**src/hw/rv_slice_cfg.svh**
```systemverilog
`ifndef RV_SLICE_CFG_SVH
`define RV_SLICE_CFG_SVH

// data and pc width
`define XLEN      64
`define INSN_W    32
`define REG_IDX_W 5
`define WORD_W    32 // low word used by the W forms

`endif

```
**src/hw/rv_slice_pkg.sv**
```systemverilog
package rv_slice_pkg;

   // major opcodes
   localparam logic [6:0] OPC_OP        = 7'h33;
   localparam logic [6:0] OPC_OP_IMM    = 7'h13;
   localparam logic [6:0] OPC_OP_32     = 7'h3b;
   localparam logic [6:0] OPC_OP_IMM_32 = 7'h1b;
   localparam logic [6:0] OPC_LUI       = 7'h37;
   localparam logic [6:0] OPC_AUIPC     = 7'h17;
   localparam logic [6:0] OPC_BRANCH    = 7'h63;
   localparam logic [6:0] OPC_JAL       = 7'h6f;
   localparam logic [6:0] OPC_JALR      = 7'h67;

   // funct3 for OP / OP-IMM and their word forms
   localparam logic [2:0] F3_ADD_SUB = 3'd0;
   localparam logic [2:0] F3_SLL     = 3'd1;
   localparam logic [2:0] F3_SLT     = 3'd2;
   localparam logic [2:0] F3_SLTU    = 3'd3;
   localparam logic [2:0] F3_XOR     = 3'd4;
   localparam logic [2:0] F3_SRL_SRA = 3'd5;
   localparam logic [2:0] F3_OR      = 3'd6;
   localparam logic [2:0] F3_AND     = 3'd7;

   // funct3 for conditional branches
   localparam logic [2:0] F3_BEQ  = 3'd0;
   localparam logic [2:0] F3_BNE  = 3'd1;
   localparam logic [2:0] F3_BLT  = 3'd4;
   localparam logic [2:0] F3_BGE  = 3'd5;
   localparam logic [2:0] F3_BLTU = 3'd6;
   localparam logic [2:0] F3_BGEU = 3'd7;

   localparam logic [2:0] F3_JALR = 3'd0;

   // funct7, and the 6-bit form for 64-bit immediate shifts
   localparam logic [6:0] F7_BASE = 7'h00;
   localparam logic [6:0] F7_ALT  = 7'h20; // sub, sra
   localparam logic [5:0] F6_BASE = 6'h00;
   localparam logic [5:0] F6_ALT  = 6'h10;

   typedef enum logic [4:0] {
      ADD,
      SUB,
      SLL,
      SLT,
      SLTU,
      XOR,
      SRL,
      SRA,
      OR,
      AND,
      ADDW,
      SUBW,
      SLLW,
      SRLW,
      SRAW,
      BEQ,
      BNE,
      BLT,
      BGE,
      BLTU,
      BGEU,
      JAL,
      JALR,
      PASS_B, // lui
      ILLEGAL
   } alu_op_t;

endpackage

```
**src/hw/issue_if.sv**
```systemverilog
`timescale 1ns/1ps
`include "rv_slice_cfg.svh"

// four-phase req/ack link from decode to execute
interface issue_if;
   logic                     req;
   logic                     ack;
   rv_slice_pkg::alu_op_t    op;
   logic [`XLEN-1:0]         opa;
   logic [`XLEN-1:0]         opb;
   logic [`XLEN-1:0]         imm;   // branch / jump offset
   logic [`XLEN-1:0]         pc;
   logic [`REG_IDX_W-1:0]    rd;
   logic                     rd_we;

   modport decode_mp (
      output req, op, opa, opb, imm, pc, rd, rd_we,
      input  ack
   );

   modport exec_mp (
      input  req, op, opa, opb, imm, pc, rd, rd_we,
      output ack
   );
endinterface

```
**src/hw/wb_if.sv**
```systemverilog
`timescale 1ns/1ps
`include "rv_slice_cfg.svh"

// execute -> writeback link
interface wb_if;
   logic                     req;
   logic                     ack;
   logic [`REG_IDX_W-1:0]    rd;
   logic                     rd_we;
   logic [`XLEN-1:0]         rd_val;
   logic                     br_taken;
   logic [`XLEN-1:0]         next_pc;
   logic                     illegal;

   modport exec_mp (
      output req, rd, rd_we, rd_val, br_taken, next_pc, illegal,
      input  ack
   );

   modport wb_mp (
      input  req, rd, rd_we, rd_val, br_taken, next_pc, illegal,
      output ack
   );
endinterface

```
**src/hw/insn_decode.sv**
```systemverilog
`timescale 1ns/1ps
`include "rv_slice_cfg.svh"

module insn_decode (
   input  logic                  clk,
   input  logic                  rst_n,
   input  logic                  in_req,
   output logic                  in_ack,
   input  logic [`INSN_W-1:0]    insn,
   input  logic [`XLEN-1:0]      pc,
   input  logic [`XLEN-1:0]      rs1_val,
   input  logic [`XLEN-1:0]      rs2_val,
   issue_if.decode_mp            iss
);

   logic                     full;
   logic [`INSN_W-1:0]       insn_q;
   logic [`XLEN-1:0]         pc_q;
   logic [`XLEN-1:0]         rs1_q;
   logic [`XLEN-1:0]         rs2_q;

   logic [6:0]               opcode;
   logic [2:0]               funct3;
   logic                     f7_base;
   logic                     f7_alt;
   logic                     f6_base;
   logic                     f6_alt;
   logic [`XLEN-1:0]         imm_i;
   logic [`XLEN-1:0]         imm_u;
   logic [`XLEN-1:0]         imm_b;
   logic [`XLEN-1:0]         imm_j;

   rv_slice_pkg::alu_op_t    op;
   logic [`XLEN-1:0]         imm;
   logic                     use_imm;
   logic                     use_pc;
   logic                     is_branch;

   wire take = in_req & ~in_ack & ~full;

   // ILLEGAL unless the extra funct bits check out
   function automatic rv_slice_pkg::alu_op_t pick(input logic ok,
                                                  input rv_slice_pkg::alu_op_t op_in);
      return ok ? op_in : rv_slice_pkg::ILLEGAL;
   endfunction

   always_ff @(posedge clk)
   begin
      if (!rst_n)
      begin
         in_ack  <= 1'b0;
         full    <= 1'b0;
         iss.req <= 1'b0;
      end
      else
      begin
         if (take)
            in_ack <= 1'b1;
         else if (!in_req)
            in_ack <= 1'b0;

         if (take)
            full <= 1'b1;
         else if (iss.req && iss.ack)
            full <= 1'b0; // execute has it

         if (iss.req && iss.ack)
            iss.req <= 1'b0;
         else if (full && !iss.ack)
            iss.req <= 1'b1;
      end
   end

   always_ff @(posedge clk)
   begin
      if (take)
      begin
         insn_q <= insn;
         pc_q   <= pc;
         rs1_q  <= rs1_val;
         rs2_q  <= rs2_val;
      end
   end

   assign opcode  = insn_q[6:0];
   assign funct3  = insn_q[14:12];
   assign f7_base = insn_q[31:25] == rv_slice_pkg::F7_BASE;
   assign f7_alt  = insn_q[31:25] == rv_slice_pkg::F7_ALT;
   assign f6_base = insn_q[31:26] == rv_slice_pkg::F6_BASE;
   assign f6_alt  = insn_q[31:26] == rv_slice_pkg::F6_ALT;

   assign imm_i = {{(`XLEN-12){insn_q[31]}}, insn_q[31:20]};
   assign imm_u = {{(`XLEN-32){insn_q[31]}}, insn_q[31:12], 12'd0};
   assign imm_b = {{(`XLEN-12){insn_q[31]}}, insn_q[7], insn_q[30:25], insn_q[11:8], 1'b0};
   assign imm_j = {{(`XLEN-20){insn_q[31]}}, insn_q[19:12], insn_q[20], insn_q[30:21], 1'b0};

   always_comb
   begin
      op        = rv_slice_pkg::ILLEGAL;
      imm       = imm_i;
      use_imm   = 1'b0;
      use_pc    = 1'b0;
      is_branch = 1'b0;
      case (opcode)
         rv_slice_pkg::OPC_OP:
         begin
            case (funct3)
               rv_slice_pkg::F3_ADD_SUB:
                  op = f7_alt ? rv_slice_pkg::SUB : pick(f7_base, rv_slice_pkg::ADD);
               rv_slice_pkg::F3_SLL:  op = pick(f7_base, rv_slice_pkg::SLL);
               rv_slice_pkg::F3_SLT:  op = pick(f7_base, rv_slice_pkg::SLT);
               rv_slice_pkg::F3_SLTU: op = pick(f7_base, rv_slice_pkg::SLTU);
               rv_slice_pkg::F3_XOR:  op = pick(f7_base, rv_slice_pkg::XOR);
               rv_slice_pkg::F3_SRL_SRA:
                  op = f7_alt ? rv_slice_pkg::SRA : pick(f7_base, rv_slice_pkg::SRL);
               rv_slice_pkg::F3_OR:   op = pick(f7_base, rv_slice_pkg::OR);
               default:               op = pick(f7_base, rv_slice_pkg::AND);
            endcase
         end
         rv_slice_pkg::OPC_OP_IMM:
         begin
            use_imm = 1'b1;
            case (funct3)
               rv_slice_pkg::F3_ADD_SUB: op = rv_slice_pkg::ADD;
               rv_slice_pkg::F3_SLL:     op = pick(f6_base, rv_slice_pkg::SLL);
               rv_slice_pkg::F3_SLT:     op = rv_slice_pkg::SLT;
               rv_slice_pkg::F3_SLTU:    op = rv_slice_pkg::SLTU;
               rv_slice_pkg::F3_XOR:     op = rv_slice_pkg::XOR;
               rv_slice_pkg::F3_SRL_SRA:
                  op = f6_alt ? rv_slice_pkg::SRA : pick(f6_base, rv_slice_pkg::SRL);
               rv_slice_pkg::F3_OR:      op = rv_slice_pkg::OR;
               default:                  op = rv_slice_pkg::AND;
            endcase
         end
         rv_slice_pkg::OPC_OP_32:
         begin
            case (funct3)
               rv_slice_pkg::F3_ADD_SUB:
                  op = f7_alt ? rv_slice_pkg::SUBW : pick(f7_base, rv_slice_pkg::ADDW);
               rv_slice_pkg::F3_SLL: op = pick(f7_base, rv_slice_pkg::SLLW);
               rv_slice_pkg::F3_SRL_SRA:
                  op = f7_alt ? rv_slice_pkg::SRAW : pick(f7_base, rv_slice_pkg::SRLW);
               default: ;
            endcase
         end
         rv_slice_pkg::OPC_OP_IMM_32:
         begin
            use_imm = 1'b1;
            case (funct3)
               rv_slice_pkg::F3_ADD_SUB: op = rv_slice_pkg::ADDW;
               rv_slice_pkg::F3_SLL:     op = pick(f7_base, rv_slice_pkg::SLLW);
               rv_slice_pkg::F3_SRL_SRA:
                  op = f7_alt ? rv_slice_pkg::SRAW : pick(f7_base, rv_slice_pkg::SRLW);
               default: ;
            endcase
         end
         rv_slice_pkg::OPC_LUI:
         begin
            op      = rv_slice_pkg::PASS_B;
            imm     = imm_u;
            use_imm = 1'b1;
         end
         rv_slice_pkg::OPC_AUIPC:
         begin
            op      = rv_slice_pkg::ADD; // pc + upper imm
            imm     = imm_u;
            use_imm = 1'b1;
            use_pc  = 1'b1;
         end
         rv_slice_pkg::OPC_BRANCH:
         begin
            imm       = imm_b;
            is_branch = 1'b1;
            case (funct3)
               rv_slice_pkg::F3_BEQ:  op = rv_slice_pkg::BEQ;
               rv_slice_pkg::F3_BNE:  op = rv_slice_pkg::BNE;
               rv_slice_pkg::F3_BLT:  op = rv_slice_pkg::BLT;
               rv_slice_pkg::F3_BGE:  op = rv_slice_pkg::BGE;
               rv_slice_pkg::F3_BLTU: op = rv_slice_pkg::BLTU;
               rv_slice_pkg::F3_BGEU: op = rv_slice_pkg::BGEU;
               default: ;
            endcase
         end
         rv_slice_pkg::OPC_JAL:
         begin
            op  = rv_slice_pkg::JAL;
            imm = imm_j;
         end
         rv_slice_pkg::OPC_JALR:
            op = pick(funct3 == rv_slice_pkg::F3_JALR, rv_slice_pkg::JALR);
         default: ;
      endcase
   end

   assign iss.op    = op;
   assign iss.opa   = use_pc ? pc_q : rs1_q;
   assign iss.opb   = use_imm ? imm : rs2_q;
   assign iss.imm   = imm;
   assign iss.pc    = pc_q;
   assign iss.rd    = insn_q[11:7];
   // x0 never written
   assign iss.rd_we = (insn_q[11:7] != '0) && !is_branch && (op != rv_slice_pkg::ILLEGAL);

endmodule

```
**src/hw/int_execute.sv**
```systemverilog
`timescale 1ns/1ps
`include "rv_slice_cfg.svh"

module int_execute (
   input  logic      clk,
   input  logic      rst_n,
   issue_if.exec_mp  iss,
   wb_if.exec_mp     wb
);

   localparam int SH_W  = $clog2(`XLEN);
   localparam int WSH_W = $clog2(`WORD_W);
   localparam logic [`XLEN-1:0] INSN_BYTES = 4;

   logic                  full;
   logic [`XLEN-1:0]      alu;
   logic [`WORD_W-1:0]    wres;
   logic                  word_op;
   logic                  cond;
   logic [`XLEN-1:0]      npc;

   wire take = iss.req & ~iss.ack & ~full;

   wire [`XLEN-1:0]   a        = iss.opa;
   wire [`XLEN-1:0]   b        = iss.opb;
   wire [`WORD_W-1:0] w_a      = a[`WORD_W-1:0];
   wire [`WORD_W-1:0] w_b      = b[`WORD_W-1:0];
   wire [`XLEN-1:0]   link     = iss.pc + INSN_BYTES;
   wire [`XLEN-1:0]   pc_tgt   = iss.pc + iss.imm;
   wire [`XLEN-1:0]   jalr_sum = iss.opa + iss.imm;
   wire               is_jal   = iss.op == rv_slice_pkg::JAL;
   wire               is_jalr  = iss.op == rv_slice_pkg::JALR;

   always_ff @(posedge clk)
   begin
      if (!rst_n)
      begin
         iss.ack <= 1'b0;
         wb.req  <= 1'b0;
         full    <= 1'b0;
      end
      else
      begin
         if (take)
            iss.ack <= 1'b1;
         else if (!iss.req)
            iss.ack <= 1'b0;

         if (take)
            full <= 1'b1;
         else if (wb.req && wb.ack)
            full <= 1'b0;

         if (wb.req && wb.ack)
            wb.req <= 1'b0;
         else if (full && !wb.ack)
            wb.req <= 1'b1;
      end
   end

   always_comb
   begin
      alu     = '0;
      wres    = '0;
      word_op = 1'b0;
      case (iss.op)
         rv_slice_pkg::ADD:  alu = a + b;
         rv_slice_pkg::SUB:  alu = a - b;
         rv_slice_pkg::SLL:  alu = a << b[SH_W-1:0];
         rv_slice_pkg::SLT:  alu = {{(`XLEN-1){1'b0}}, $signed(a) < $signed(b)};
         rv_slice_pkg::SLTU: alu = {{(`XLEN-1){1'b0}}, a < b};
         rv_slice_pkg::XOR:  alu = a ^ b;
         rv_slice_pkg::SRL:  alu = a >> b[SH_W-1:0];
         rv_slice_pkg::SRA:  alu = $signed(a) >>> b[SH_W-1:0];
         rv_slice_pkg::OR:   alu = a | b;
         rv_slice_pkg::AND:  alu = a & b;
         rv_slice_pkg::ADDW:
         begin
            wres    = w_a + w_b;
            word_op = 1'b1;
         end
         rv_slice_pkg::SUBW:
         begin
            wres    = w_a - w_b;
            word_op = 1'b1;
         end
         rv_slice_pkg::SLLW:
         begin
            wres    = w_a << w_b[WSH_W-1:0];
            word_op = 1'b1;
         end
         rv_slice_pkg::SRLW:
         begin
            wres    = w_a >> w_b[WSH_W-1:0];
            word_op = 1'b1;
         end
         rv_slice_pkg::SRAW:
         begin
            wres    = $signed(w_a) >>> w_b[WSH_W-1:0];
            word_op = 1'b1;
         end
         rv_slice_pkg::JAL,
         rv_slice_pkg::JALR:   alu = link;
         rv_slice_pkg::PASS_B: alu = b;
         default: ; // branches and illegal leave zero
      endcase
      if (word_op)
         alu = {{(`XLEN-`WORD_W){wres[`WORD_W-1]}}, wres};
   end

   always_comb
   begin
      case (iss.op)
         rv_slice_pkg::BEQ:  cond = a == b;
         rv_slice_pkg::BNE:  cond = a != b;
         rv_slice_pkg::BLT:  cond = $signed(a) < $signed(b);
         rv_slice_pkg::BGE:  cond = $signed(a) >= $signed(b);
         rv_slice_pkg::BLTU: cond = a < b;
         rv_slice_pkg::BGEU: cond = a >= b;
         default:            cond = 1'b0;
      endcase
   end

   always_comb
   begin
      if (cond || is_jal)
         npc = pc_tgt;
      else if (is_jalr)
         npc = {jalr_sum[`XLEN-1:1], 1'b0};
      else
         npc = link;
   end

   always_ff @(posedge clk)
   begin
      if (take)
      begin
         wb.rd       <= iss.rd;
         wb.rd_we    <= iss.rd_we;
         wb.rd_val   <= alu;
         wb.br_taken <= cond | is_jal | is_jalr; // jumps count as taken
         wb.next_pc  <= npc;
         wb.illegal  <= iss.op == rv_slice_pkg::ILLEGAL;
      end
   end

endmodule

```
**src/hw/writeback_stage.sv**
```systemverilog
`timescale 1ns/1ps
`include "rv_slice_cfg.svh"

module writeback_stage (
   input  logic                   clk,
   input  logic                   rst_n,
   wb_if.wb_mp                    wb,
   output logic                   out_req,
   input  logic                   out_ack,
   output logic [`REG_IDX_W-1:0]  rd,
   output logic                   rd_we,
   output logic [`XLEN-1:0]       rd_val,
   output logic                   br_taken,
   output logic [`XLEN-1:0]       next_pc,
   output logic                   illegal
);

   logic full;

   wire take = wb.req & ~wb.ack & ~full;

   always_ff @(posedge clk)
   begin
      if (!rst_n)
      begin
         wb.ack  <= 1'b0;
         out_req <= 1'b0;
         full    <= 1'b0;
      end
      else
      begin
         if (take)
            wb.ack <= 1'b1;
         else if (!wb.req)
            wb.ack <= 1'b0;

         // slot stays busy until the consumer acks
         if (take)
            full <= 1'b1;
         else if (out_req && out_ack)
            full <= 1'b0;

         if (out_req && out_ack)
            out_req <= 1'b0;
         else if (full && !out_ack)
            out_req <= 1'b1;
      end
   end

   always_ff @(posedge clk)
   begin
      if (take)
      begin
         rd       <= wb.rd;
         rd_we    <= wb.rd_we;
         rd_val   <= wb.rd_val;
         br_taken <= wb.br_taken;
         next_pc  <= wb.next_pc;
         illegal  <= wb.illegal;
      end
   end

endmodule

```
**src/hw/rv_slice_top.sv**
```systemverilog
`timescale 1ns/1ps
`include "rv_slice_cfg.svh"

module rv_slice_top (
   input  logic                   clk,
   input  logic                   rst_n,
   input  logic                   in_req,
   output logic                   in_ack,
   input  logic [`INSN_W-1:0]     insn,
   input  logic [`XLEN-1:0]       pc,
   input  logic [`XLEN-1:0]       rs1_val,
   input  logic [`XLEN-1:0]       rs2_val,
   output logic                   out_req,
   input  logic                   out_ack,
   output logic [`REG_IDX_W-1:0]  rd,
   output logic                   rd_we,
   output logic [`XLEN-1:0]       rd_val,
   output logic                   br_taken,
   output logic [`XLEN-1:0]       next_pc,
   output logic                   illegal
);

   issue_if iss_link ();
   wb_if    wb_link ();

   insn_decode u_decode (
      .clk     (clk),
      .rst_n   (rst_n),
      .in_req  (in_req),
      .in_ack  (in_ack),
      .insn    (insn),
      .pc      (pc),
      .rs1_val (rs1_val),
      .rs2_val (rs2_val),
      .iss     (iss_link.decode_mp)
   );

   int_execute u_execute (
      .clk   (clk),
      .rst_n (rst_n),
      .iss   (iss_link.exec_mp),
      .wb    (wb_link.exec_mp)
   );

   // result slot facing the consumer
   writeback_stage u_writeback (
      .clk      (clk),
      .rst_n    (rst_n),
      .wb       (wb_link.wb_mp),
      .out_req  (out_req),
      .out_ack  (out_ack),
      .rd       (rd),
      .rd_we    (rd_we),
      .rd_val   (rd_val),
      .br_taken (br_taken),
      .next_pc  (next_pc),
      .illegal  (illegal)
   );

endmodule

```
**config.mk**
```make
export PLATFORM = sky130hd
export DESIGN_NAME = rv_slice_top
export DESIGN_NICKNAME = d
export VERILOG_FILES = /design/src/hw/rv_slice_pkg.sv /design/src/hw/issue_if.sv /design/src/hw/wb_if.sv /design/src/hw/insn_decode.sv /design/src/hw/int_execute.sv /design/src/hw/writeback_stage.sv /design/src/hw/rv_slice_top.sv
export VERILOG_INCLUDE_DIRS = /design/src /design/src/hw
export SDC_FILE = /design/constraint.sdc
export NUM_CORES = 2
export LEC_CHECK = 0
export BUFFER_PORTS_ARGS = -buffer_cell sky130_fd_sc_hd__clkbuf_2
export CORE_AREA = 8 8 439 312
export DETAILED_ROUTE_END_ITERATION = 10
export DIE_AREA = 0 0 447 320
export PLACE_DENSITY = 0.68
export SYNTH_ARGS = -nofsm -noshare
export SYNTH_HDL_FRONTEND = slang
export SYNTH_SLANG_ARGS = --single-unit
```
**constraint.sdc**
```tcl
create_clock -name clk -period 64.1 [get_ports clk]
set_input_delay 9.615 -clock clk [delete_from_list [all_inputs] [get_ports clk]]
set_output_delay 9.615 -clock clk [all_outputs]
set_load 0.05 [all_outputs]
```
==> flow_summary.ini <==
[outcome]
status = finished, violations left
violations = max-capacitance violations, max-slew violations

[timing]
hold_viol = 0
finalCritPeriodShare_pct = 19.6
rsz0062_at_grt = no
holdWs_ns = 0.412
setup_viol = 0
worst_slew_pin_slew_ns = 1.60
finalClockSkew_ns = 0.0382
relSlewSlack_pct = -7.83
maxSlewViolCount = 3
clock.fmax_mhz = 79.7
tns_ns = 0
period_minus_slack_ns = 12.55

[logic_synthesis]
netlist.top_cell.by_area = edfxtp_1
synthTopCellsByArea = edfxtp_1, ha_1, a21oi_1
synth-seq-area-share_pct = 29.2
synth_seq_cells = 505
synthFlopType = edfxtp_1
synth_edf_count = 496
synth_cell_types = 110
synth_top_area_share_pct = 28.8
syn-num-nets = 6896
syn_area_per_cell_sq_um = 8.18
synthCells = 6313
synthArstFlopShare_pct = 0
yosysWarnings = 0
synth_area_sq_mm = 0.0517

[worst_setup_path]
worstSetupStartpoint = in_req
rr_startpoint = u_decode.insn_q[5]
cp_cell_sequence = clkbuf_2 > nor3b_2 > buf_4 > buf_4 > buf_4 > buf_4
slowest_delay_ns = 0.76
worstPathRequired_ns = 64.38
cp.arrival_ns = 12.84
crit_path_end_kind = flop
crit_fanout = 71
crit_top_cell = buf_4
worst-setup-path-type = input port to flop
cp_slowest_cell = buf_4
critPathLaunchType = input port

[clocking]
cts_root_buf = clkbuf_16
clock_sinks = 505
cts_tree = yes
cts_htree_levels = 2
post_cts_buffers = 0
clock_path_buffers = 3
clkTransAtPathRegs_ns = 0.06
cts_made_buffers = 48
post_cts_resized = 0
clock_latency_ns = 0.68
cts_hold_buf = 0

[floorplanning]
die_x_microns = 447
die-area_sq_mm = 0.143
start_util_pct = 39.7
dieHeight_microns = 320
ios = 366
core_area_sq_mm = 0.130
rows = 111

[global_route]
grt_pass1_vias = 51700
antenna_found_initial = 16
grtUsageTotal_pct = 38.3
grt_pass1_wl_microns = 400000
grt_max_degree = 86
overflow = 0

[drt]
vias = 57100
dr.pass1.iters = 9
vias_per_cell = 6.91
drt_iter0_markers = 10000
ant_nets = 0
drc = 0
drt_wl_total_microns = 290000
wl_per_cell_microns = 35.1

[hold_path]
hp-start = u_execute.wb.rd_val[26]
min_path_type = flop to flop

[pwr]
clkPwrFrac_pct = 24.4
p_leak_uw = 0.0225
power.internal_uw = 712
p_sw_uw = 518
p_per_area_mw_per_mm2 = 21.6
power_uw = 1230
p_comb_share_pct = 42.0
power_frac_seq_pct = 33.6
switching_share_pct = 42.1
irDropWorstVdd_mv = 0.0220

[layout]
final_cell_mix = a21oi_1, nand2_1, nor2_1
drive_gt1_share_pct = 11.7
final_area_sq_mm = 0.0570
syn_to_final_growth_pct = 10.3
post-route-util_pct = 43.8
nets = 7045
final_common_cell = a21oi_1

[placement]
dp_hpwl_microns = 230000
placed_area_sq_mm = 0.0553
io_buffers = 365
gp_congestion = 1.13

[flow_run]
drv_cap = 1
## worst max-delay path, delay by kind of cell
| kind | cells | cell delay, ns |
|---|---|---|
| buffers and inverters | 5 | 2.76 |
| and+or+nand+nor | 1 | 0.20 |
## power by group through the flow
stage	sequential [uW]	combinational, uW	clock, uW
finish	414	516	300
global route	415	535	319
CTS	413	488	308
detailed placement	420	485	0
global placement	419	483	0
floorplan	438	295	0
## sequential cells by signal (all words and copies together) (netlist names), 5 cells and up
| register | flops |
|---|---|
| u_writeback.rd_val | 64 |
| u_decode.insn_q | 32 |
| u_decode.rs2_q | 64 |
| u_execute.wb.next_pc | 64 |
| u_writeback.rd | 5 |
| u_decode.iss.pc | 64 |
| u_decode.rs1_q | 64 |
| u_execute.wb.rd | 5 |
| u_execute.wb.rd_val | 64 |
| u_writeback.next_pc | 64 |
## Yosys cell counts (41+ instances only)
master and instances:
nor2_1 562, xor2_1 87, xnor2_1 174, nor3_1 144
o31ai_1 53, o21a_1 50, o221ai_1 58, edfxtp_1 496
clkbuf_1 278, and3_1 61, o21bai_1 64, a221oi_1 64
a21oi_1 602, o211ai_1 160, ha_1 350, nand3_1 154
buf_2 80, nand4_1 66, mux2_2 51, o21ai_0 448
a21o_1 173, a22oi_1 46, nand2_1 596, a211oi_1 100
or3_1 41, a31oi_1 78, mux2i_1 198, o22ai_1 88
nor2b_1 41, nand2b_1 61, inv_1 259
## final cells by class
| type | count | area, sq um |
|---|---|---|
| repair buffers | 523 | 3050 |
| clock buffers | 57 | 1280 |
| multi-input cells | 5120 | 34000 |
| diodes | 12 | 30.0 |
| flip-flops and latches | 505 | 15100 |
| well taps | 1751 | 2190 |
| inverters | 264 | 1000 |
| fillers | 13200 | 73000 |
| clock inverters | 31 | 374 |
## layer usage
| metal | GRT usage (%) | wire [microns] |
|---|---|---|
| met5 | 0 | 96 |
| met3 | 14.1 | 40500 |
| met4 | 24.0 | 23500 |
| met1 | 50.4 | 114000 |
| met2 | 52.5 | 112000 |
## kinds of logic (layout without fill, tap and decap cells)
group | after synthesis | in the layout | share of synthesized area, %
flops | 505 | 505 | 29.2
xor+xnor | 261 | 261 | 4.42
mux | 251 | 251 | 5.03
buf+inv | 688 | 875 | 5.49
other cells | 0 | 12 | 0
compound gates | 2345 | 2345 | 29.9
simple gates | 1908 | 1908 | 17.3
fa+ha+maj | 355 | 355 | 8.67
## final timing paths
check                            endpoint  slack (ns)  depth (start not counted)
setup reg to reg  u_execute.wb.rd_val[62]       54.24                         19
setup / recovery        u_decode.rs1_q[6]       51.55                          6
hold reg to reg    u_writeback.rd_val[26]        0.41                          0
hold / removal     u_writeback.rd_val[26]        0.41                          0
## through the flow
stage / worst slack (ns) / instances
after CTS: 51.60 / 8251
after detailed placement: 50.91 / 8163
after floorplan: 37.36 / 6313
final: 51.55 / 8263
after global placement: 51.01 / 8163
after global routing: 51.31 / 8252
Power figures use the tool's default switching activity.
